--- config.mk ---
export PLATFORM = sky130hd
export DESIGN_NAME = multi_warp_dispatcher
export DESIGN_NICKNAME = d
export VERILOG_FILES = /design/src/common/bgpu_pkg.sv /design/src/design/dispatcher/scoreboard.sv /design/src/design/dispatcher/dispatcher.sv /design/src/design/rr_arbiter.sv /design/src/design/multi_warp_dispatcher.sv
export SDC_FILE = /design/constraint.sdc
export NUM_CORES = 1
export LEC_CHECK = 0
export CORE_ASPECT_RATIO = 0.9
export CORE_MARGIN = 5
export CORE_UTILIZATION = 43
export CTS_BUF_LIST = sky130_fd_sc_hd__clkbuf_4 sky130_fd_sc_hd__clkbuf_8 sky130_fd_sc_hd__clkbuf_16
export DETAILED_ROUTE_END_ITERATION = 8
export DONT_BUFFER_PORTS = 1
export GPL_ROUTABILITY_DRIVEN = 0
export HOLD_SLACK_MARGIN = 0.15
export REMOVE_ABC_BUFFERS = 1
export SYNTH_ARGS = -nofsm -noshare
export SYNTH_HDL_FRONTEND = slang
export SYNTH_SLANG_ARGS = --single-unit
--- constraint.sdc ---
create_clock -name clk_i -period 14 [get_ports clk_i]
set_clock_uncertainty 0.2 [all_clocks]
set_input_delay 1.4 -clock clk_i [delete_from_list [all_inputs] [get_ports clk_i]]
set_output_delay 1.4 -clock clk_i [all_outputs]
set_load 0.03 [all_outputs]
--- src/common/bgpu_pkg.sv ---
// ############################
// BGPU shared definitions
// Widths, typedefs and slot states of the issue stage
// ############################

package bgpu_pkg;

    // ############################
    // Sizes
    // ############################

    // Warps per compute unit
    localparam int unsigned NUM_WARPS         = 4;
    // In-flight instructions per warp
    localparam int unsigned NUM_TAGS          = 4;
    // Buffered instructions per warp
    localparam int unsigned WAIT_BUF_SIZE     = 2;
    localparam int unsigned PC_WIDTH          = 16;
    // Threads per warp
    localparam int unsigned WARP_WIDTH        = 8;
    localparam int unsigned REG_IDX_WIDTH     = 4;
    localparam int unsigned OPERANDS_PER_INST = 2;
    localparam int unsigned INST_WIDTH        = 8;
    localparam int unsigned WID_WIDTH         = 2;
    localparam int unsigned TAG_WIDTH         = 2;
    // Warp id sits above the tag
    localparam int unsigned IID_WIDTH         = 4;
    // Wait buffer slot index
    localparam int unsigned WB_IDX_WIDTH      = $clog2(WAIT_BUF_SIZE);

    // ############################
    // Types
    // ############################

    typedef logic [WID_WIDTH-1:0]     wid_t;
    typedef logic [TAG_WIDTH-1:0]     tag_t;
    typedef logic [IID_WIDTH-1:0]     iid_t;
    typedef logic [PC_WIDTH-1:0]      pc_t;
    typedef logic [WARP_WIDTH-1:0]    act_mask_t;
    typedef logic [INST_WIDTH-1:0]    bgpu_inst_t;
    typedef logic [REG_IDX_WIDTH-1:0] reg_idx_t;
    typedef logic [WB_IDX_WIDTH-1:0]  wb_idx_t;
    // One flag per operand
    typedef logic [OPERANDS_PER_INST-1:0] op_req_t;
    // Operand 0 in the low bits
    typedef logic [OPERANDS_PER_INST*REG_IDX_WIDTH-1:0] operands_t;

    // One buffered instruction, 46 bits
    typedef struct packed {
        pc_t        pc;
        act_mask_t  act_mask;
        bgpu_inst_t inst;
        reg_idx_t   dst;
        op_req_t    op_req;
        operands_t  operands;
    } disp_data_t;

    // Wait buffer slot life cycle
    typedef enum logic [1:0] {
        EMPTY,
        RESERVED,
        FULL
    } slot_state_e;

endpackage

--- src/design/dispatcher/scoreboard.sv ---
// ############################
// Scoreboard
// Per-warp in-flight tags, hazard check and tag allocation
// ############################

`timescale 1ns/1ps

module scoreboard (
    input  logic                 clk_i,
    input  logic                 arst_n_i,
    // Allocation on dispatch
    input  logic                 alloc_i,
    input  bgpu_pkg::reg_idx_t   alloc_dst_i,
    // Completion from execution units
    input  logic                 release_i,
    input  bgpu_pkg::tag_t       release_tag_i,
    // Instruction under check
    input  bgpu_pkg::reg_idx_t   chk_dst_i,
    input  bgpu_pkg::op_req_t    chk_op_req_i,
    input  bgpu_pkg::operands_t  chk_operands_i,
    output logic                 hazard_o,
    output bgpu_pkg::tag_t       free_tag_o,
    output logic                 tag_avail_o
);
    import bgpu_pkg::*;

    // Tag table
    logic     [NUM_TAGS-1:0] valid_q;
    reg_idx_t                dst_q [NUM_TAGS];

    // Tag offered on the previous cycle
    tag_t offer_q;
    tag_t lowest_free;

    // ############################
    // Hazard check
    // ############################

    always_comb begin
        hazard_o = 1'b0;
        for (int t = 0; t < NUM_TAGS; t++) begin
            // WAW on the destination
            if (valid_q[t] && (dst_q[t] == chk_dst_i)) begin
                hazard_o = 1'b1;
            end
            // RAW on each required operand
            for (int o = 0; o < OPERANDS_PER_INST; o++) begin
                if (valid_q[t] && chk_op_req_i[o] &&
                    (chk_operands_i[o*REG_IDX_WIDTH +: REG_IDX_WIDTH] == dst_q[t])) begin
                    hazard_o = 1'b1;
                end
            end
        end
    end

    // ############################
    // Tag selection
    // ############################

    // Priority search, lowest index wins
    always_comb begin
        lowest_free = '0;
        for (int t = NUM_TAGS - 1; t >= 0; t--) begin
            if (!valid_q[t]) begin
                lowest_free = tag_t'(t);
            end
        end
    end

    // An offered tag stays put while it is free
    // so a release never moves a pending offer
    assign free_tag_o  = valid_q[offer_q] ? lowest_free : offer_q;
    assign tag_avail_o = ~&valid_q;

    always_ff @(posedge clk_i or negedge arst_n_i) begin
        if (!arst_n_i) begin
            valid_q <= '0;
            offer_q <= '0;
        end else begin
            offer_q <= free_tag_o;
            if (release_i) begin
                valid_q[release_tag_i] <= 1'b0;
            end
            // Allocate the offered tag
            if (alloc_i) begin
                valid_q[free_tag_o] <= 1'b1;
            end
        end
    end

    // Destination register per tag
    always_ff @(posedge clk_i) begin
        if (alloc_i) begin
            dst_q[free_tag_o] <= alloc_dst_i;
        end
    end

endmodule

--- src/design/dispatcher/dispatcher.sv ---
// ############################
// Dispatcher
// Per-warp wait buffer, reservation and in-order issue
// ############################

`timescale 1ns/1ps

module dispatcher (
    input  logic                 clk_i,
    input  logic                 arst_n_i,
    // Fetcher reservation
    input  logic                 fe_handshake_i,
    output logic                 ib_space_available_o,
    // Decoder valid/ready
    input  logic                 dec_valid_i,
    input  bgpu_pkg::disp_data_t dec_data_i,
    output logic                 dec_ready_o,
    // Towards the arbiter
    input  logic                 gnt_i,
    output logic                 req_o,
    output bgpu_pkg::disp_data_t disp_data_o,
    output bgpu_pkg::tag_t       disp_tag_o,
    // Completion for this warp
    input  logic                 eu_valid_i,
    input  bgpu_pkg::tag_t       eu_tag_i
);
    import bgpu_pkg::*;

    // Circular wait buffer
    slot_state_e slot_state_q [WAIT_BUF_SIZE];
    disp_data_t  data_q       [WAIT_BUF_SIZE];

    // Head issues, tail takes the next reservation
    wb_idx_t head_q;
    wb_idx_t tail_q;
    // Oldest reserved slot
    wb_idx_t fill_idx;

    logic fe_fire;
    logic dec_fire;
    logic disp_fire;
    logic head_full;

    // Scoreboard view of the head
    logic hazard;
    logic tag_avail;

    // Step a slot index with wraparound
    function automatic wb_idx_t wrap_inc(wb_idx_t idx);
        if (int'(idx) == WAIT_BUF_SIZE - 1) begin
            return '0;
        end
        return idx + 1'b1;
    endfunction

    // ############################
    // Buffer status
    // ############################

    // Free slot always sits at the tail
    assign ib_space_available_o = (slot_state_q[tail_q] == EMPTY);

    // Search from the head for the first reserved slot
    always_comb begin
        fill_idx    = head_q;
        dec_ready_o = 1'b0;
        for (int i = WAIT_BUF_SIZE - 1; i >= 0; i--) begin
            if (slot_state_q[wb_idx_t'((int'(head_q) + i) % WAIT_BUF_SIZE)] == RESERVED) begin
                fill_idx    = wb_idx_t'((int'(head_q) + i) % WAIT_BUF_SIZE);
                dec_ready_o = 1'b1;
            end
        end
    end

    assign fe_fire   = fe_handshake_i && ib_space_available_o;
    assign dec_fire  = dec_valid_i && dec_ready_o;
    assign head_full = (slot_state_q[head_q] == FULL);

    // ############################
    // Issue control
    // ############################

    // Head only, in order
    assign req_o       = head_full && !hazard && tag_avail;
    assign disp_fire   = req_o && gnt_i;
    assign disp_data_o = data_q[head_q];

    scoreboard i_scoreboard (
        .clk_i          ( clk_i                   ),
        .arst_n_i       ( arst_n_i                ),
        .alloc_i        ( disp_fire               ),
        .alloc_dst_i    ( data_q[head_q].dst      ),
        .release_i      ( eu_valid_i              ),
        .release_tag_i  ( eu_tag_i                ),
        .chk_dst_i      ( data_q[head_q].dst      ),
        .chk_op_req_i   ( data_q[head_q].op_req   ),
        .chk_operands_i ( data_q[head_q].operands ),
        .hazard_o       ( hazard                  ),
        .free_tag_o     ( disp_tag_o              ),
        .tag_avail_o    ( tag_avail               )
    );

    // ############################
    // Slot state and pointers
    // ############################

    // Fetch, fill and issue always touch different slots
    always_ff @(posedge clk_i or negedge arst_n_i) begin
        if (!arst_n_i) begin
            head_q <= '0;
            tail_q <= '0;
            for (int i = 0; i < WAIT_BUF_SIZE; i++) begin
                slot_state_q[i] <= EMPTY;
            end
        end else begin
            if (fe_fire) begin
                slot_state_q[tail_q] <= RESERVED;
                tail_q               <= wrap_inc(tail_q);
            end
            if (dec_fire) begin
                slot_state_q[fill_idx] <= FULL;
            end
            if (disp_fire) begin
                slot_state_q[head_q] <= EMPTY;
                head_q               <= wrap_inc(head_q);
            end
        end
    end

    // Instruction payload
    always_ff @(posedge clk_i) begin
        if (dec_fire) begin
            data_q[fill_idx] <= dec_data_i;
        end
    end

endmodule

--- src/design/rr_arbiter.sv ---
// ############################
// Round-robin arbiter
// Shares the dispatch port, locks the winner under back-pressure
// ############################

`timescale 1ns/1ps

module rr_arbiter (
    input  logic                                           clk_i,
    input  logic                                           arst_n_i,
    input  logic                 [bgpu_pkg::NUM_WARPS-1:0] req_i,
    input  bgpu_pkg::disp_data_t [bgpu_pkg::NUM_WARPS-1:0] data_i,
    input  bgpu_pkg::tag_t       [bgpu_pkg::NUM_WARPS-1:0] tag_i,
    input  logic                                           ready_i,
    output logic                 [bgpu_pkg::NUM_WARPS-1:0] gnt_o,
    output logic                                           valid_o,
    output bgpu_pkg::disp_data_t                           data_o,
    output bgpu_pkg::iid_t                                 iid_o
);
    import bgpu_pkg::*;

    // Priority pointer and lock
    wid_t ptr_q;
    logic lock_q;
    wid_t lock_idx_q;

    wid_t search_idx;
    wid_t win_idx;

    // First requester at or above the pointer
    always_comb begin
        search_idx = ptr_q;
        for (int i = NUM_WARPS - 1; i >= 0; i--) begin
            if (req_i[wid_t'((int'(ptr_q) + i) % NUM_WARPS)]) begin
                search_idx = wid_t'((int'(ptr_q) + i) % NUM_WARPS);
            end
        end
    end

    // Held winner keeps its request up
    assign win_idx = lock_q ? lock_idx_q : search_idx;
    assign valid_o = |req_i;
    assign data_o  = data_i[win_idx];
    assign iid_o   = {win_idx, tag_i[win_idx]};

    always_comb begin
        gnt_o          = '0;
        gnt_o[win_idx] = valid_o && ready_i;
    end

    always_ff @(posedge clk_i or negedge arst_n_i) begin
        if (!arst_n_i) begin
            ptr_q      <= '0;
            lock_q     <= 1'b0;
            lock_idx_q <= '0;
        end else begin
            lock_q     <= valid_o && !ready_i;
            lock_idx_q <= win_idx;
            // Next round starts past the winner
            if (valid_o && ready_i) begin
                ptr_q <= (int'(win_idx) == NUM_WARPS - 1) ? '0 : win_idx + 1'b1;
            end
        end
    end

endmodule

--- src/design/multi_warp_dispatcher.sv ---
// ############################
// Multi-warp dispatcher
// One dispatcher per warp sharing one dispatch port
// ############################

`timescale 1ns/1ps

module multi_warp_dispatcher (
    input  logic                                         clk_i,
    input  logic                                         arst_n_i,
    // Fetcher
    input  logic                                         fe_handshake_i,
    input  bgpu_pkg::wid_t                               fe_warp_id_i,
    output logic               [bgpu_pkg::NUM_WARPS-1:0] ib_space_available_o,
    // Decoder
    output logic                                         ib_ready_o,
    input  logic                                         dec_valid_i,
    input  bgpu_pkg::pc_t                                dec_pc_i,
    input  bgpu_pkg::act_mask_t                          dec_act_mask_i,
    input  bgpu_pkg::wid_t                               dec_warp_id_i,
    input  bgpu_pkg::bgpu_inst_t                         dec_inst_i,
    input  bgpu_pkg::reg_idx_t                           dec_dst_i,
    input  bgpu_pkg::op_req_t                            dec_operands_required_i,
    input  bgpu_pkg::operands_t                          dec_operands_i,
    // Operand collector
    input  logic                                         opc_ready_i,
    output logic                                         disp_valid_o,
    output bgpu_pkg::iid_t                               disp_tag_o,
    output bgpu_pkg::pc_t                                disp_pc_o,
    output bgpu_pkg::act_mask_t                          disp_act_mask_o,
    output bgpu_pkg::bgpu_inst_t                         disp_inst_o,
    output bgpu_pkg::reg_idx_t                           disp_dst_o,
    output bgpu_pkg::op_req_t                            disp_operands_required_o,
    output bgpu_pkg::operands_t                          disp_operands_o,
    // Execution units
    input  logic                                         eu_valid_i,
    input  bgpu_pkg::iid_t                               eu_tag_i
);
    import bgpu_pkg::*;

    // ############################
    // Per-warp signals
    // ############################

    logic [NUM_WARPS-1:0] fe_handshake_warp;
    logic [NUM_WARPS-1:0] dec_valid_warp;
    logic [NUM_WARPS-1:0] dec_ready_warp;
    logic [NUM_WARPS-1:0] eu_valid_warp;
    logic [NUM_WARPS-1:0] req_warp;
    logic [NUM_WARPS-1:0] gnt_warp;

    disp_data_t [NUM_WARPS-1:0] data_warp;
    tag_t       [NUM_WARPS-1:0] tag_warp;

    // Decoder fields as one record
    disp_data_t dec_data;
    disp_data_t arb_data;

    assign dec_data = '{
        pc:       dec_pc_i,
        act_mask: dec_act_mask_i,
        inst:     dec_inst_i,
        dst:      dec_dst_i,
        op_req:   dec_operands_required_i,
        operands: dec_operands_i
    };

    // Demux by warp id, completions by the iid's upper bits
    always_comb begin
        fe_handshake_warp = '0;
        dec_valid_warp    = '0;
        eu_valid_warp     = '0;
        fe_handshake_warp[fe_warp_id_i]                      = fe_handshake_i;
        dec_valid_warp[dec_warp_id_i]                        = dec_valid_i;
        eu_valid_warp[eu_tag_i[IID_WIDTH-1 -: WID_WIDTH]]    = eu_valid_i;
    end

    // Ready of the addressed warp
    assign ib_ready_o = dec_ready_warp[dec_warp_id_i];

    for (genvar w = 0; w < NUM_WARPS; w++) begin : gen_dispatcher
        dispatcher i_dispatcher (
            .clk_i                ( clk_i                   ),
            .arst_n_i             ( arst_n_i                ),
            .fe_handshake_i       ( fe_handshake_warp[w]    ),
            .ib_space_available_o ( ib_space_available_o[w] ),
            .dec_valid_i          ( dec_valid_warp[w]       ),
            .dec_data_i           ( dec_data                ),
            .dec_ready_o          ( dec_ready_warp[w]       ),
            .gnt_i                ( gnt_warp[w]             ),
            .req_o                ( req_warp[w]             ),
            .disp_data_o          ( data_warp[w]            ),
            .disp_tag_o           ( tag_warp[w]             ),
            .eu_valid_i           ( eu_valid_warp[w]        ),
            .eu_tag_i             ( eu_tag_i[TAG_WIDTH-1:0] )
        );
    end

    // ############################
    // Dispatch port
    // ############################

    rr_arbiter i_rr_arbiter (
        .clk_i    ( clk_i        ),
        .arst_n_i ( arst_n_i     ),
        .req_i    ( req_warp     ),
        .data_i   ( data_warp    ),
        .tag_i    ( tag_warp     ),
        .ready_i  ( opc_ready_i  ),
        .gnt_o    ( gnt_warp     ),
        .valid_o  ( disp_valid_o ),
        .data_o   ( arb_data     ),
        .iid_o    ( disp_tag_o   )
    );

    // Unpack towards the operand collector
    assign disp_pc_o                = arb_data.pc;
    assign disp_act_mask_o          = arb_data.act_mask;
    assign disp_inst_o              = arb_data.inst;
    assign disp_dst_o               = arb_data.dst;
    assign disp_operands_required_o = arb_data.op_req;
    assign disp_operands_o          = arb_data.operands;

endmodule

# Yosys cells after proc, flatten, opt, wreduce, memory -nomap -nowiden
# Memory sizes are Yosys's and may differ from the RTL's.
# Cells that the tools add are included.
# op_classes
reduce_logical	141
magnitude_cmp	54
n_addsub	16
n_bitwise	61
mux	258
n_eq_ne	61
# op_table
cell	count
$eq A4 B4 Y1	48
$mux W2	75
$mux W1	130
$logic_and A1 B1 Y1	123
$bmux W46 S2	1
$mux W4	20
$lt A2 B3 Y1 const B	17
$and A4 B4 Y4	12
$mux W46	1
$ge A2 B2 Y1 const B	16
$not A1 Y2	16
$demux W2 S1	12
$lt A2 B1 Y1 const B	12
$not A4 Y4	5
$bmux W1 S2	9
$demux W1 S2	9
$ge A2 B1 Y1 const B	9
$and A2 B2 Y2	8
$eq A2 B1 Y1 const B	8
$not A2 Y2	8
$or A2 B2 Y2	8
$or A4 B4 Y4	4
$reduce_and A4 Y1	4
$add A1 B1 Y1 const B	12
7 further kinds	24
# totals
wordCells	626
mem_count	8
mem_bits_rw	432
in_bits	60
register_bits	53
out_inout_bits	56
# memory_table
name	words	width	rd	rd_clocked_by_memory_dff	write_ports	line	text
gen_dispatcher[0].i_dispatcher.data_q	2	46	1	0	1	dispatcher.sv:31	disp_data_t data_q [WAIT_BUF_SIZE];
gen_dispatcher[1].i_dispatcher.data_q	2	46	1	0	1	dispatcher.sv:31	
gen_dispatcher[2].i_dispatcher.data_q	2	46	1	0	1	dispatcher.sv:31	
gen_dispatcher[3].i_dispatcher.data_q	2	46	1	0	1	dispatcher.sv:31	
gen_dispatcher[0].i_dispatcher.i_scoreboard.dst_q	4	4	4	0	1	scoreboard.sv:29	reg_idx_t dst_q [NUM_TAGS];
gen_dispatcher[1].i_dispatcher.i_scoreboard.dst_q	4	4	4	0	1	scoreboard.sv:29	
+2 memories	n/a	n/a	n/a	n/a	n/a	n/a	

# Logic depth before layout (Yosys ltp)
# Gate-level depths: netlist of run 1.
# An unclocked memory read counts as a cell.
# logic_depth
ltp_word	33
depth_mapped	20
depth_no_buf	15

# Hierarchy
# Synthesis of run 1 repeated with hierarchy kept, for this count alone.
# hier_totals
cells_unflattened	1442
hier_area_um2	22582.9
# modules_own_cells
module	instances	seq_area_each_um2	cells_each	area_per_inst_um2
dispatcher at gen_dispatcher[0].i_dispatcher ...	2	2912.8	181	3678.5
dispatcher at gen_dispatcher[2].i_dispatcher	1	2912.8	181	3699.8
dispatcher at gen_dispatcher[3].i_dispatcher	1	2912.8	181	3692.3
rr_arbiter	1	125.1	192	2019.4
scoreboard at gen_dispatcher[1].i_dispatcher.i_scoreboard	1	630.6	130	1445.1
scoreboard at gen_dispatcher[2].i_dispatcher.i_scoreboard	1	630.6	126	1436.4
scoreboard at gen_dispatcher[0].i_dispatcher.i_scoreboard	1	630.6	128	1416.4
scoreboard at gen_dispatcher[3].i_dispatcher.i_scoreboard	1	630.6	129	1396.3
multi_warp_dispatcher	1	0.0	13	120.1

# Least setup slack after synthesis of run 1
# No wires, ideal clock.
# synth_timing
path_type	input to register
from	input port dec_warp_id_i[1]
to	memory gen_dispatcher[0].i_dispatcher.data_q[0][0] (netlist name), enable pin
path_slack_ns	3.732
t_arrival_ns	9.362
setup_time_ns	0.707
path_buffers	0
required_ns	13.093
path_stages	2
cell_sequence	or3b_2 -> a2111oi_0
# synth_via
elab_chain_len	8
elab_cells_between_ends	9
classes_between	2 x order compare; 4 x mux; 1 x bitwise; 2 x reduce/logical
# synth_lines
item	line	text
from (decl)	multi_warp_dispatcher.sv:20	input bgpu_pkg::wid_t dec_warp_id_i,
$lt A2 B3 Y1 (not written as such) or $ge A2 B1 Y1 (tied branches)	multi_warp_dispatcher.sv:74	dec_valid_warp[dec_warp_id_i] = dec_valid_i;
$logic_and A1 B1 Y1 (not written as such)	multi_warp_dispatcher.sv:74	
$mux W1 (not written as such)	multi_warp_dispatcher.sv:74	
$demux W1 S2 (*)	multi_warp_dispatcher.sv:74	
$and A4 B4 Y4 (no line) (*)	n/a	
$logic_and A1 B1 Y1 (*)	dispatcher.sv:76	assign dec_fire = dec_valid_i && dec_ready_o;
$mux W1 (*)	dispatcher.sv:132	if (dec_fire) begin
$mux W1 (not written as such) (*)	dispatcher.sv:133	data_q[fill_idx] <= dec_data_i;
to (decl)	dispatcher.sv:31	
# Every way passes the cells marked *; elsewhere a longest branch is shown, timed or not.

# Final worst setup path of run 1
# layout_timing
from	register gen_dispatcher[0].i_dispatcher.head_q
to	output port disp_operands_required_o[0]
# layout_via
elab_chain_len	27
elab_cells_between_ends	68
classes_between	13 x eq/ne; 30 x mux; 1 x bitwise; 23 x reduce/logical; 1 x memory
# layout_lines
item	line	text
from (decl)	dispatcher.sv:34	wb_idx_t head_q;
from (signal assigned)	dispatcher.sv:125	head_q <= wrap_inc(head_q);
$mem_v2 Z2 W46	n/a	
$eq A4 B4 Y1	scoreboard.sv:43	if (valid_q[t] && (dst_q[t] == chk_dst_i)) begin
$logic_and A1 B1 Y1	scoreboard.sv:43	
$mux W1	scoreboard.sv:43	
$mux W1 (2 in a row)	scoreboard.sv:48	if (valid_q[t] && chk_op_req_i[o] &&
$mux W1	scoreboard.sv:43	
$mux W1 (2 in a row)	scoreboard.sv:48	
$mux W1	scoreboard.sv:43	
(+5 left out)	n/a	
$logic_not A1 Y1	dispatcher.sv:84	assign req_o = head_full && !hazard && tag_avail;
$logic_and A1 B1 Y1 (2 in a row)	dispatcher.sv:84	
$bmux W1 S2	rr_arbiter.sv:34	if (req_i[wid_t'((int'(ptr_q) + i) % NUM_WARPS)]) begin
$mux W1 (not written as such)	rr_arbiter.sv:34	
$mux W2 (4 in a row)	rr_arbiter.sv:34	
$mux W2	rr_arbiter.sv:41	assign win_idx = lock_q ? lock_idx_q : search_idx;
$bmux W46 S2 (*)	rr_arbiter.sv:43	assign data_o = data_i[win_idx];
$mux W46 (not written as such) (*)	rr_arbiter.sv:43	
to (decl)	multi_warp_dispatcher.sv:33	output bgpu_pkg::op_req_t disp_operands_required_o,
# Every way passes the cells marked *; elsewhere a longest branch is shown, timed or not. The select of a mux whose other input is x is not followed.

==> results.yml, run 1 <==
logic_synthesis:
  commonest_cells_in_the_synthesized_netlist: "sky130_fd_sc_hd__edfxtp_1, sky130_fd_sc_hd__mux2i_1, sky130_fd_sc_hd__xnor2_1, sky130_fd_sc_hd__nor2_1, sky130_fd_sc_hd__dfrtp_1"
  yosys.cell_types.count: 72
  number_of_instances_in_the_synthesized_netlist: 1497
  avgSynthCellArea_um2: 14.9
  synth.largest_area_cell: "sky130_fd_sc_hd__edfxtp_1"
  syn-cell-area_um2: 22300
  async_reset_ff_share_pct: 10.9
  yosys.cell_count.top_type: "sky130_fd_sc_hd__edfxtp_1"
  post_synthesis_sequential_element_count: 485
  synth_top_cell_area_share_pct: 58.1
  synth_edf_count: 432
  synth-seq-area-share_pct: 64.0
  synth_top_cells_by_area: "sky130_fd_sc_hd__edfxtp_1, sky130_fd_sc_hd__mux2i_1, sky130_fd_sc_hd__xnor2_1"
  synth.yosys.warnings: 0
  synth_top_flop_cell: "sky130_fd_sc_hd__edfxtp_1"
finish:
  proportion_of_layout_cells_with_a_drive_suffix_above_1_pct: 13.2
  n_fill_cell: 4392
  combined_area_of_the_multi_input_logic_cells_um2: 7560
  seq_area_um2: 14300
  final_net_count: 1576
  finalInstanceArea_um2: 24700
  synthToLayoutAreaGrowth_pct: 10.6
clocking:
  cts_sinks: 485
  postCtsSetupRepairBufs: 0
  hold_buffers: 0
  htreeDepth: 2
  cts_repair_resize_count: 0
  cts-buffers-inserted: 49
  clock_latency_late_sink_ns: 0.59
  tritoncts_clock_tree: "yes"
  clk_transition_reported_paths_ns: 0.06
  cts_root_buf: "sky130_fd_sc_hd__clkbuf_16"
  clock_path_buffers: 3
detailed_routing:
  routed_wirelength_mm: 55.9
  detailedRoute.firstPassIterationCount: 5
  drtIter0Drc: 1021
  routed_via_density: 5.66
  routed-via-count: 12700
  detail_route.drc_violations: 0
  routed_wire_length_per_instance_um: 25.0
  ant_nets: 0
timing:
  finalHoldViolCount: 0
  final_max_slew_viol_count: 0
  timing.setup.tns_ns: 0
  final_period_minus_worst_setup_slack_ns: 8.54
  layout_setup_ws_ns: 5.46
  setup_violations_final: 0
  setup_repair_after_global_routing_missed_its_margin: "false"
  fmaxAchievable_ghz: 0.117
  share_of_the_clock_period_used_by_the_worst_path_after_layout_pct: 61.0
  max_slew.worst_pin.slew_ns: 1.11
  maxSlewHeadroom_pct: 25.3
power:
  pwr_total_mw: 5.96
  vdd.ir_drop.worst_mv: 0.389
  power_density_over_the_cells_nw_per_um2: 241
  power.leakage_nw: 8.59
worst_setup_path:
  cp_max_fo: 52
  critical_path_required_ns: 12.40
  cpMostUsedCell: "sky130_fd_sc_hd__buf_4"
  cp-start-kind: "flip-flop"
  crit_path_end_kind: "output port"
  ff2ff_path_depth: 15
  worst_path_largest_cell_delay_ns: 0.87
  crit_type: "flip-flop to output port"
  worst-r2r-setup-slack_ns: 6.95
  worst_path_max_delay_cell: "sky130_fd_sc_hd__buf_4"
  crit_path_cell_trace: "buf_4 -> mux2i_1 -> xnor2_1 -> nor4_1 -> a211oi_1 -> o2111ai_2 -> or3b_1 -> o32a_1 -> o311ai_4 -> buf_4 -> buf_4 -> mux2_2 -> mux2i_1"
  worstPathArrival_ns: 6.94
global_route:
  first_global_vias: 12600
  grt.busiest_layer: "met2"
  wire_length_of_the_first_global_routing_pass_mm: 82.3
  total_global_routing_track_utilization_pct: 19.3
  initial_antenna_violation_count: 2
  grtUsageMet1_pct: 26.7
  maximum_number_of_pins_on_one_net_before_global_route_repair: 54
  grt-ovfl-total: 0
  met3_usage_pct: 4.24
  use_met2_pct: 31.0
outcome:
  status: "complete, no violations"
floorplanning:
  floorplan.initialDensity_pct: 43.3
  num_rows: 79
  dieHeight_um: 226
  die_w_um: 250
  core-area_um2: 51600
  pin_count: 116
  die_area_um2: 56600
place:
  detailed_place.area_um2: 23100
  hpwl_mm: 38.0
  port_buffers: 0
  post-place-ws_ns: 6.07
flow_run:
  maxCapViolations: 0
worst_hold_path:
  hold_path_class: "input pin to async pin"
## logic make-up (layout without fill, tap and decap cells)
| group | Yosys count | in the layout | synth area share (%) |
|---|---|---|---|
| flip-flops | 485 | 485 | 64.0 |
| AO/OA/AOI/OAI | 163 | 163 | 5.06 |
| XOR/XNOR | 198 | 198 | 7.76 |
| adder cells (fa/ha/maj) | 4 | 4 | 0.224 |
| multiplexers | 331 | 331 | 15.6 |
| buffers and inverters | 109 | 161 | 2.54 |
| AND/OR/NAND/NOR | 207 | 207 | 4.81 |
| other | 0 | 1 | 0 |
## layer usage
layer / wire, µm / vias up / share of wire (%)
met5: 0 / - / 0
met3: 3780 / 82 / 6.8
met2: 26300 / 416 / 47
li1: - / 5705 / -
met4: 1260 / 0 / 2.3
met1: 24600 / 6471 / 44
## area by class of cell
| type | count | share of cell area, % |
|---|---|---|
| sequential | 485 | 57.9 |
| clock inverter | 15 | 0.618 |
| inverter | 49 | 0.744 |
| tap | 688 | 3.48 |
| multi-input combinational | 903 | 30.6 |
| timing repair buffer | 24 | 0.729 |
| antenna | 1 | 0.0101 |
| clock buffer | 73 | 5.89 |
## critical path: cells and delay by family (launching register included)
family / cells / cell delay (ns)
multiplexers: 3 / 1.58
XOR/XNOR: 1 / 0.19
flip-flops: 1 / 0.82
buffers and inverters: 3 / 2.00
AO/OA/AOI/OAI: 4 / 1.00
AND/OR/NAND/NOR: 2 / 0.52
## where the power goes
| part | total [mW] | switching, mW | internal [mW] |
|---|---|---|---|
| clock network | 1.30 | 0.544 | 0.758 |
| registers | 1.93 | 0.195 | 1.74 |
| logic | 2.73 | 1.79 | 0.932 |
## through the flow
| stage | cells | hold slack, ns | util (%) |
|---|---|---|---|
| 2_1_floorplan | 1437 | 0.263 | - |
| 3_3_place_gp | 2149 | 0.279 | 44.8 |
| 3_5_place_dp | 2149 | 0.283 | 44.8 |
| 4_1_cts | 2237 | 0.263 | 47.9 |
| 5_1_grt | 2237 | 0.264 | 47.9 |
| 6_report | 2238 | 0.297 | 47.9 |
## path summary, 6_finish.rpt
path,start,to
worst max-delay path,gen_dispatcher[0].i_dispatcher.head_q$_DFFE_PN0P_,disp_operands_required_o[0]
worst min-delay path,arst_n_i,async pin
worst max register to register,gen_dispatcher[0].i_dispatcher.head_q$_DFFE_PN0P_,flip-flop
worst min register to register,gen_dispatcher[0].i_dispatcher.slot_state_q[0]$_DFF_PN0_,gen_dispatcher[0].i_dispatcher.slot_state_q[0]$_DFF_PN0_
max in group asynchronous,arst_n_i,gen_dispatcher[0].i_dispatcher.head_q$_DFFE_PN0P_
min in group clk_i,gen_dispatcher[0].i_dispatcher.slot_state_q[0]$_DFF_PN0_,gen_dispatcher[0].i_dispatcher.slot_state_q[0]$_DFF_PN0_
## state kept, by name (all words and copies together) (netlist names)
register and count:
gen_dispatcher.i_dispatcher.tail_q 4, i_rr_arbiter.lock_idx_q 2, gen_dispatcher.i_dispatcher.i_scoreboard.dst_q 64, gen_dispatcher.i_dispatcher.head_q 4, gen_dispatcher.i_dispatcher.data_q 368, i_rr_arbiter.lock_q 1
gen_dispatcher.i_dispatcher.slot_state_q 16, i_rr_arbiter.ptr_q 2, gen_dispatcher.i_dispatcher.i_scoreboard.offer_q 8, gen_dispatcher.i_dispatcher.i_scoreboard.valid_q 16
## cells in the final DEF (no fill, tap or decap), drive strengths merged, types with 27 or more instances in the layout
master,n
edfxtp,432
mux2i,282
xnor2,166
clkbuf,73
nor2,60
o21ai,54
dfrtp,53
inv,50
mux2,49
xor2,32
nor4,27
Note: power is estimated with default switching activity, not from simulation.
==> run 2: changes to the inputs <==
==> constraint.sdc (replaced) <==
create_clock -name clk_i -period 8.3 [get_ports clk_i]
set_clock_uncertainty 0.2 [all_clocks]
set_input_delay 0.83 -clock clk_i [delete_from_list [all_inputs] [get_ports clk_i]]
set_output_delay 0.83 -clock clk_i [all_outputs]
set_load 0.03 [all_outputs]
==> results.yml, run 2 (synthesis gave the netlist of run 1 again) <==
finish:
  largest_registers_in_the_final_layout: "gen_dispatcher.i_dispatcher.data_q: 368 flops, gen_dispatcher.i_dispatcher.i_scoreboard.dst_q: 64 flops"
  postLayoutCoreUtil_pct: 49.0
  max_flop_register: "gen_dispatcher.i_dispatcher.data_q"
  final_net_count: 1625
  synthToLayoutAreaGrowth_pct: 13.1
  largest_register_ffs: 368
  proportion_of_layout_cells_with_a_drive_suffix_above_1_pct: 12.9
  mostFrequentLayoutCell: "sky130_fd_sc_hd__edfxtp_1"
  most_frequent_cells_in_the_layout: "sky130_fd_sc_hd__edfxtp_1, sky130_fd_sc_hd__mux2i_1, sky130_fd_sc_hd__xnor2_1"
detailed_routing:
  drtIter0Drc: 1040
  route.top_layer_used: "met4"
  routed_wirelength_mm: 56.4
  routed_wire_length_per_instance_um: 24.6
  detailedRoute.firstPassIterationCount: 5
  dr_wl_met2_mm: 26.2
  detail_route.wirelength.met1_mm: 25.3
  detail_route.drc_violations: 0
  routed-via-count: 12900
  ant_nets: 0
  wl_met3_mm: 3.62
  routed_via_density: 5.62
flow_run:
  maxCapViolations: 0
place:
  port_buffers: 0
  post-place-ws_ns: 1.71
  hpwl_mm: 37.3
timing:
  maxSlewHeadroom_pct: 31.2
  finalHoldViolCount: 0
  setup_violations_final: 0
  fmaxAchievable_ghz: 0.138
  final_max_slew_viol_count: 0
  max_slew.worst_pin.slew_ns: 1.00
  setup_repair_after_global_routing_missed_its_margin: "false"
  share_of_the_clock_period_used_by_the_worst_path_after_layout_pct: 87.5
  layout_setup_ws_ns: 1.03
  final_period_minus_worst_setup_slack_ns: 7.27
clocking:
  clk_transition_reported_paths_ns: 0.07
  htreeDepth: 2
  postCtsSetupRepairBufs: 0
  clock_path_buffers: 3
  tritoncts_clock_tree: "yes"
  cts_repair_resize_count: 0
  cts_sinks: 485
  clock_latency_late_sink_ns: 0.61
  cts_root_buf: "sky130_fd_sc_hd__clkbuf_16"
  hold_buffers: 49
  cts-buffers-inserted: 52
outcome:
  status: "complete, no violations"
power:
  vdd.ir_drop.worst_mv: 1.10
  pwr_total_mw: 10.2
  power_density_over_the_cells_nw_per_um2: 403
  power.leakage_nw: 8.82
worst_setup_path:
  cp_max_fo: 38
  worstPathArrival_ns: 6.24
  critPathLaunch: "gen_dispatcher[3].i_dispatcher.head_q$_DFFE_PN0P_"
  critical_path.reg2reg.startpoint: "gen_dispatcher[2].i_dispatcher.head_q$_DFFE_PN0P_"
  worst-r2r-setup-slack_ns: 1.66
  cp-start-kind: "flip-flop"
  crit_type: "flip-flop to output port"
  critPathCapture: "disp_pc_o[8]"
  critical_path_required_ns: 7.27
  ff2ff_path_depth: 15
  crit_path_end_kind: "output port"
worst_hold_path:
  hold_path_class: "input pin to flip-flop"
global_route:
  total_global_routing_track_utilization_pct: 19.7
  grt-ovfl-total: 0
  wire_length_of_the_first_global_routing_pass_mm: 84.5
  first_global_vias: 13000
  maximum_number_of_pins_on_one_net_before_global_route_repair: 97
  initial_antenna_violation_count: 1
floorplanning:
  die_w_um: 250
  floorplan.initialDensity_pct: 43.3
  pin_count: 116
  num_rows: 79
  die_area_um2: 56600
  dieHeight_um: 226
  core-area_um2: 51600
[run 2: worst min path at each step]
stage | from | endpoint | slack, ns | depth (start not counted)
floorplan | gen_dispatcher[0].i_dispatcher.slot_state_q[0]$_DFF_PN0_ | gen_dispatcher[0].i_dispatcher.slot_state_q[0]$_DFF_PN0_ | 0.26 | 2
CTS | opc_ready_i | i_rr_arbiter.ptr_q[0]$_DFFE_PN0P_ | 0.22 | 2
global placement | gen_dispatcher[0].i_dispatcher.slot_state_q[0]$_DFF_PN0_ | gen_dispatcher[0].i_dispatcher.slot_state_q[0]$_DFF_PN0_ | 0.28 | 2
global route | opc_ready_i | i_rr_arbiter.ptr_q[0]$_DFFE_PN0P_ | 0.23 | 2
detailed placement | gen_dispatcher[0].i_dispatcher.slot_state_q[0]$_DFF_PN0_ | gen_dispatcher[0].i_dispatcher.slot_state_q[0]$_DFF_PN0_ | 0.29 | 2
finish | opc_ready_i | i_rr_arbiter.ptr_q[0]$_DFFE_PN0P_ | 0.25 | 2
[run 2: final cells by class]
cell class	instances	area, µm²
fill	4436	26300
sequential	485	14300
multi-input combinational	903	7560
clock buffer	62	1380
tap	688	861
timing repair buffer	70	678
clock inverter	34	285
inverter	49	184
antenna	1	2.50
[run 2: stage by stage]
stage / TNS [ns] / cell area [µm²] / std cells / hold slack [ns]
2_1_floorplan: -1416.63 / 22000 / 1437 / 0.263
6_report: 0 / 25300 / 2292 / 0.247
3_5_place_dp: 0 / 23100 / 2146 / 0.287
5_1_grt: 0 / 25300 / 2292 / 0.230
4_1_cts: 0 / 25300 / 2291 / 0.218
3_3_place_gp: 0 / 23100 / 2146 / 0.277
[run 2: report_power, final]
part	internal (mW)	switching (mW)	total (mW)
Sequential	2.93	0.406	3.34
Combinational	1.60	3.01	4.61
Clock	1.28	0.959	2.24
[run 2: layer usage]
layer	vias to the layer above	GRT usage [%]
met3	77	3.17
met1	6595	28.2
li1	5807	-
met4	0	5.88
met5	-	0
met2	401	31.3
[run 2: worst max-delay path: stages (launching register included)]
cell and delay, ns:
sky130_fd_sc_hd__dfrtp_4 0.85, sky130_fd_sc_hd__mux2i_1 0.91, sky130_fd_sc_hd__xnor2_1 0.20, sky130_fd_sc_hd__nor2_1 0.07, sky130_fd_sc_hd__o2111ai_1 0.09, sky130_fd_sc_hd__a31oi_1 0.15
sky130_fd_sc_hd__nor4_2 0.71, sky130_fd_sc_hd__or2_2 0.25, sky130_fd_sc_hd__o221ai_1 0.18, sky130_fd_sc_hd__o31ai_4 0.65, sky130_fd_sc_hd__inv_2 0.49, sky130_fd_sc_hd__buf_4 0.44
sky130_fd_sc_hd__mux2_1 0.52
==> run 3: changes to the inputs <==
--- a/config.mk
+++ b/config.mk
@@ -5,6 +5,7 @@
 export SDC_FILE = /design/constraint.sdc
 export NUM_CORES = 1
 export LEC_CHECK = 0
+export ABC_AREA = 1
 export CORE_ASPECT_RATIO = 0.9
 export CORE_MARGIN = 5
 export CORE_UTILIZATION = 43
==> constraint.sdc (replaced) <==
create_clock -name clk_i -period 8.3 [get_ports clk_i]
set_clock_uncertainty 0.2 [all_clocks]
set_input_delay 0.415 -clock clk_i [delete_from_list [all_inputs] [get_ports clk_i]]
set_output_delay 0.415 -clock clk_i [all_outputs]
set_load 0.03 [all_outputs]
==> results.yml, run 3 <==
outcome:
  status: "complete, no violations"
clocking:
  postCtsSetupRepairBufs: 0
  clk_transition_reported_paths_ns: 0.06
  clock_latency_late_sink_ns: 0.61
  cts_sinks: 485
  clock_path_buffers: 3
  cts-buffers-inserted: 49
  cts_root_buf: "sky130_fd_sc_hd__clkbuf_16"
  tritoncts_clock_tree: "yes"
  cts_repair_resize_count: 0
  htreeDepth: 2
global_route:
  maximum_number_of_pins_on_one_net_before_global_route_repair: 81
  grt-ovfl-total: 0
  wire_length_of_the_first_global_routing_pass_mm: 104
  initial_antenna_violation_count: 12
  first_global_vias: 17300
  total_global_routing_track_utilization_pct: 22.5
worst_setup_path:
  worst_path_max_delay_cell: "sky130_fd_sc_hd__dfrtp_4"
  crit_path_end_kind: "output port"
  worst_path_largest_cell_delay_ns: 1.04
  critical_path_required_ns: 7.69
  cp_max_fo: 80
  critPathLaunch: "gen_dispatcher[1].i_dispatcher.head_q$_DFFE_PN0P_"
  crit_path_cell_trace: "inv_2 -> nand2_1 -> nand2_1 -> o21ai_0 -> inv_1 -> nand4_1 -> nand2_1 -> nor2_2 -> nand2_1 -> nand2_1 -> nand3_1 -> nand2_1 -> inv_1 -> o21ai_2 -> nand2_1 -> nand2_1 -> nand2_1 -> nand2_4 -> buf_4 -> nand3_1 -> nand3_1 -> nand2_1"
  cp-start-kind: "flip-flop"
  critical_path.reg2reg.startpoint: "gen_dispatcher[1].i_dispatcher.head_q$_DFFE_PN0P_"
  cpMostUsedCell: "sky130_fd_sc_hd__nand2_1"
  crit_type: "flip-flop to output port"
  worstPathArrival_ns: 5.94
finish:
  n_fill_cell: 4941
  largest_register_ffs: 368
  proportion_of_layout_cells_with_a_drive_suffix_above_1_pct: 5.42
  largest_registers_in_the_final_layout: "gen_dispatcher.i_dispatcher.data_q: 368 flops, gen_dispatcher.i_dispatcher.i_scoreboard.dst_q: 64 flops"
  most_frequent_cells_in_the_layout: "sky130_fd_sc_hd__nand2_1, sky130_fd_sc_hd__edfxtp_1, sky130_fd_sc_hd__nand3_1"
  final_net_count: 2570
  synthToLayoutAreaGrowth_pct: 11.8
  mostFrequentLayoutCell: "sky130_fd_sc_hd__nand2_1"
  final_cells: 3256
  max_flop_register: "gen_dispatcher.i_dispatcher.data_q"
  finalInstanceArea_um2: 26600
logic_synthesis:
  number_of_instances_in_the_synthesized_netlist: 2460
  synth_top_cells_by_area: "sky130_fd_sc_hd__edfxtp_1, sky130_fd_sc_hd__nand2_1, sky130_fd_sc_hd__nand3_1"
  commonest_cells_in_the_synthesized_netlist: "sky130_fd_sc_hd__nand2_1, sky130_fd_sc_hd__edfxtp_1, sky130_fd_sc_hd__nand3_1, sky130_fd_sc_hd__inv_1, sky130_fd_sc_hd__nor2_1"
  avgSynthCellArea_um2: 9.66
  post_synthesis_sequential_element_count: 485
  synth.largest_area_cell: "sky130_fd_sc_hd__edfxtp_1"
  synth_top_cell_area_share_pct: 54.6
  syn-cell-area_um2: 23800
  synth_top_flop_cell: "sky130_fd_sc_hd__edfxtp_1"
  synth_edf_count: 432
  yosys.cell_types.count: 38
  yosys.cell_count.top_type: "sky130_fd_sc_hd__nand2_1"
  synth-seq-area-share_pct: 60.2
  synth.yosys.warnings: 0
  async_reset_ff_share_pct: 10.9
timing:
  setup_violations_final: 0
  setup_repair_after_global_routing_missed_its_margin: "false"
  layout_setup_ws_ns: 1.74
  final_period_minus_worst_setup_slack_ns: 6.56
  fmaxAchievable_ghz: 0.153
  share_of_the_clock_period_used_by_the_worst_path_after_layout_pct: 79.0
  max_slew.worst_pin.slew_ns: 1.15
  maxSlewHeadroom_pct: 23.2
  finalHoldViolCount: 0
  final_max_slew_viol_count: 0
  timing.setup.tns_ns: 0
floorplanning:
  core-area_um2: 54500
  pin_count: 116
  floorplan.initialDensity_pct: 43.6
  dieHeight_um: 233
  num_rows: 81
  die_w_um: 258
  die_area_um2: 60100
detailed_routing:
  detailedRoute.firstPassIterationCount: 6
  drtIter0Drc: 2072
  routed-via-count: 17900
  routed_wire_length_per_instance_um: 21.1
  routed_via_density: 5.50
  ant_nets: 0
  routed_wirelength_mm: 68.6
  detail_route.drc_violations: 0
worst_hold_path:
  holdCritStartpoint: "fe_warp_id_i[1]"
  hold_path_class: "input pin to flip-flop"
power:
  vdd.ir_drop.worst_mv: 0.361
  power_density_over_the_cells_nw_per_um2: 430
  power.leakage_nw: 11.4
place:
  post-place-ws_ns: 2.27
  port_buffers: 0
  dp_cells: 3097
  detailed_place.area_um2: 24400
  hpwl_mm: 44.3
flow_run:
  maxCapViolations: 0
## run 3: critical path: cells and delay by family, from the launching register on
family | cells | cell delay [ns]
AO/OA/AOI/OAI | 2 | 0.34
AND/OR/NAND/NOR | 16 | 2.60
flip-flops | 1 | 1.04
buffers and inverters | 4 | 1.26
## run 3: repair_timing
action | in CTS | in global routing
hold buffers | 63 | 0
hold endpoints to repair | 450 | 0
endpoints found under the setup margin | 0 | 0
## run 3: path summary, 6_finish.rpt
kind	cells past startpoint	slack (ns)	end
max	22	1.74	disp_operands_o[1]
min	3	0.16	gen_dispatcher[2].i_dispatcher.tail_q$_DFFE_PN0P_
max reg2reg	23	2.11	flip-flop
min reg2reg	2	0.31	gen_dispatcher[0].i_dispatcher.slot_state_q[2]$_DFF_PN0_
max in group asynchronous	2	7.39	gen_dispatcher[0].i_dispatcher.head_q$_DFFE_PN0P_
min in group asynchronous	2	0.19	i_rr_arbiter.lock_idx_q[1]$_DFF_PN0_
## run 3: logic make-up after synthesis
family / after synthesis / share of synthesized area (%)
simple gates: 1354 / 23.8
fa+ha+maj: 4 / 0.211
compound gates: 132 / 3.09
mux: 128 / 5.39
buf+inv: 310 / 5.60
flops: 485 / 60.2
xor+xnor: 47 / 1.73
## run 3: power by group
part	total, mW	internal [mW]	switching [mW]
sequential	3.36	3.03	0.322
clock	2.10	1.15	0.956
combinational	5.95	1.32	4.63
## run 3: metal layers
metal	routed length (µm)	track usage, %
met4	2150	6.97
met3	6830	5.07
met5	13	0
met2	30700	35.7
met1	29000	31.1
## run 3: cell type report
| type | instances | area (µm²) | area share [%] |
|---|---|---|---|
| diodes | 4 | 10.0 | 0.0377 |
| clock buffers | 62 | 1320 | 4.98 |
| clock inverters | 30 | 215 | 0.810 |
| inverters | 226 | 851 | 3.20 |
| multi-input cells | 1665 | 8200 | 30.9 |
| flip-flops and latches | 485 | 14300 | 53.9 |
| well taps | 705 | 882 | 3.32 |
| repair buffers | 79 | 768 | 2.89 |
## run 3: stage by stage
step           total power, mW  hold slack [ns]  util, %
3_5_place_dp              9.29          -0.0791     44.7
3_3_place_gp              9.23          -0.0790     44.7
4_1_cts                   11.5            0.153     48.7
2_1_floorplan             7.49          -0.0806        -
5_1_grt                   12.1            0.174     48.7
6_report                  11.4            0.163     48.7
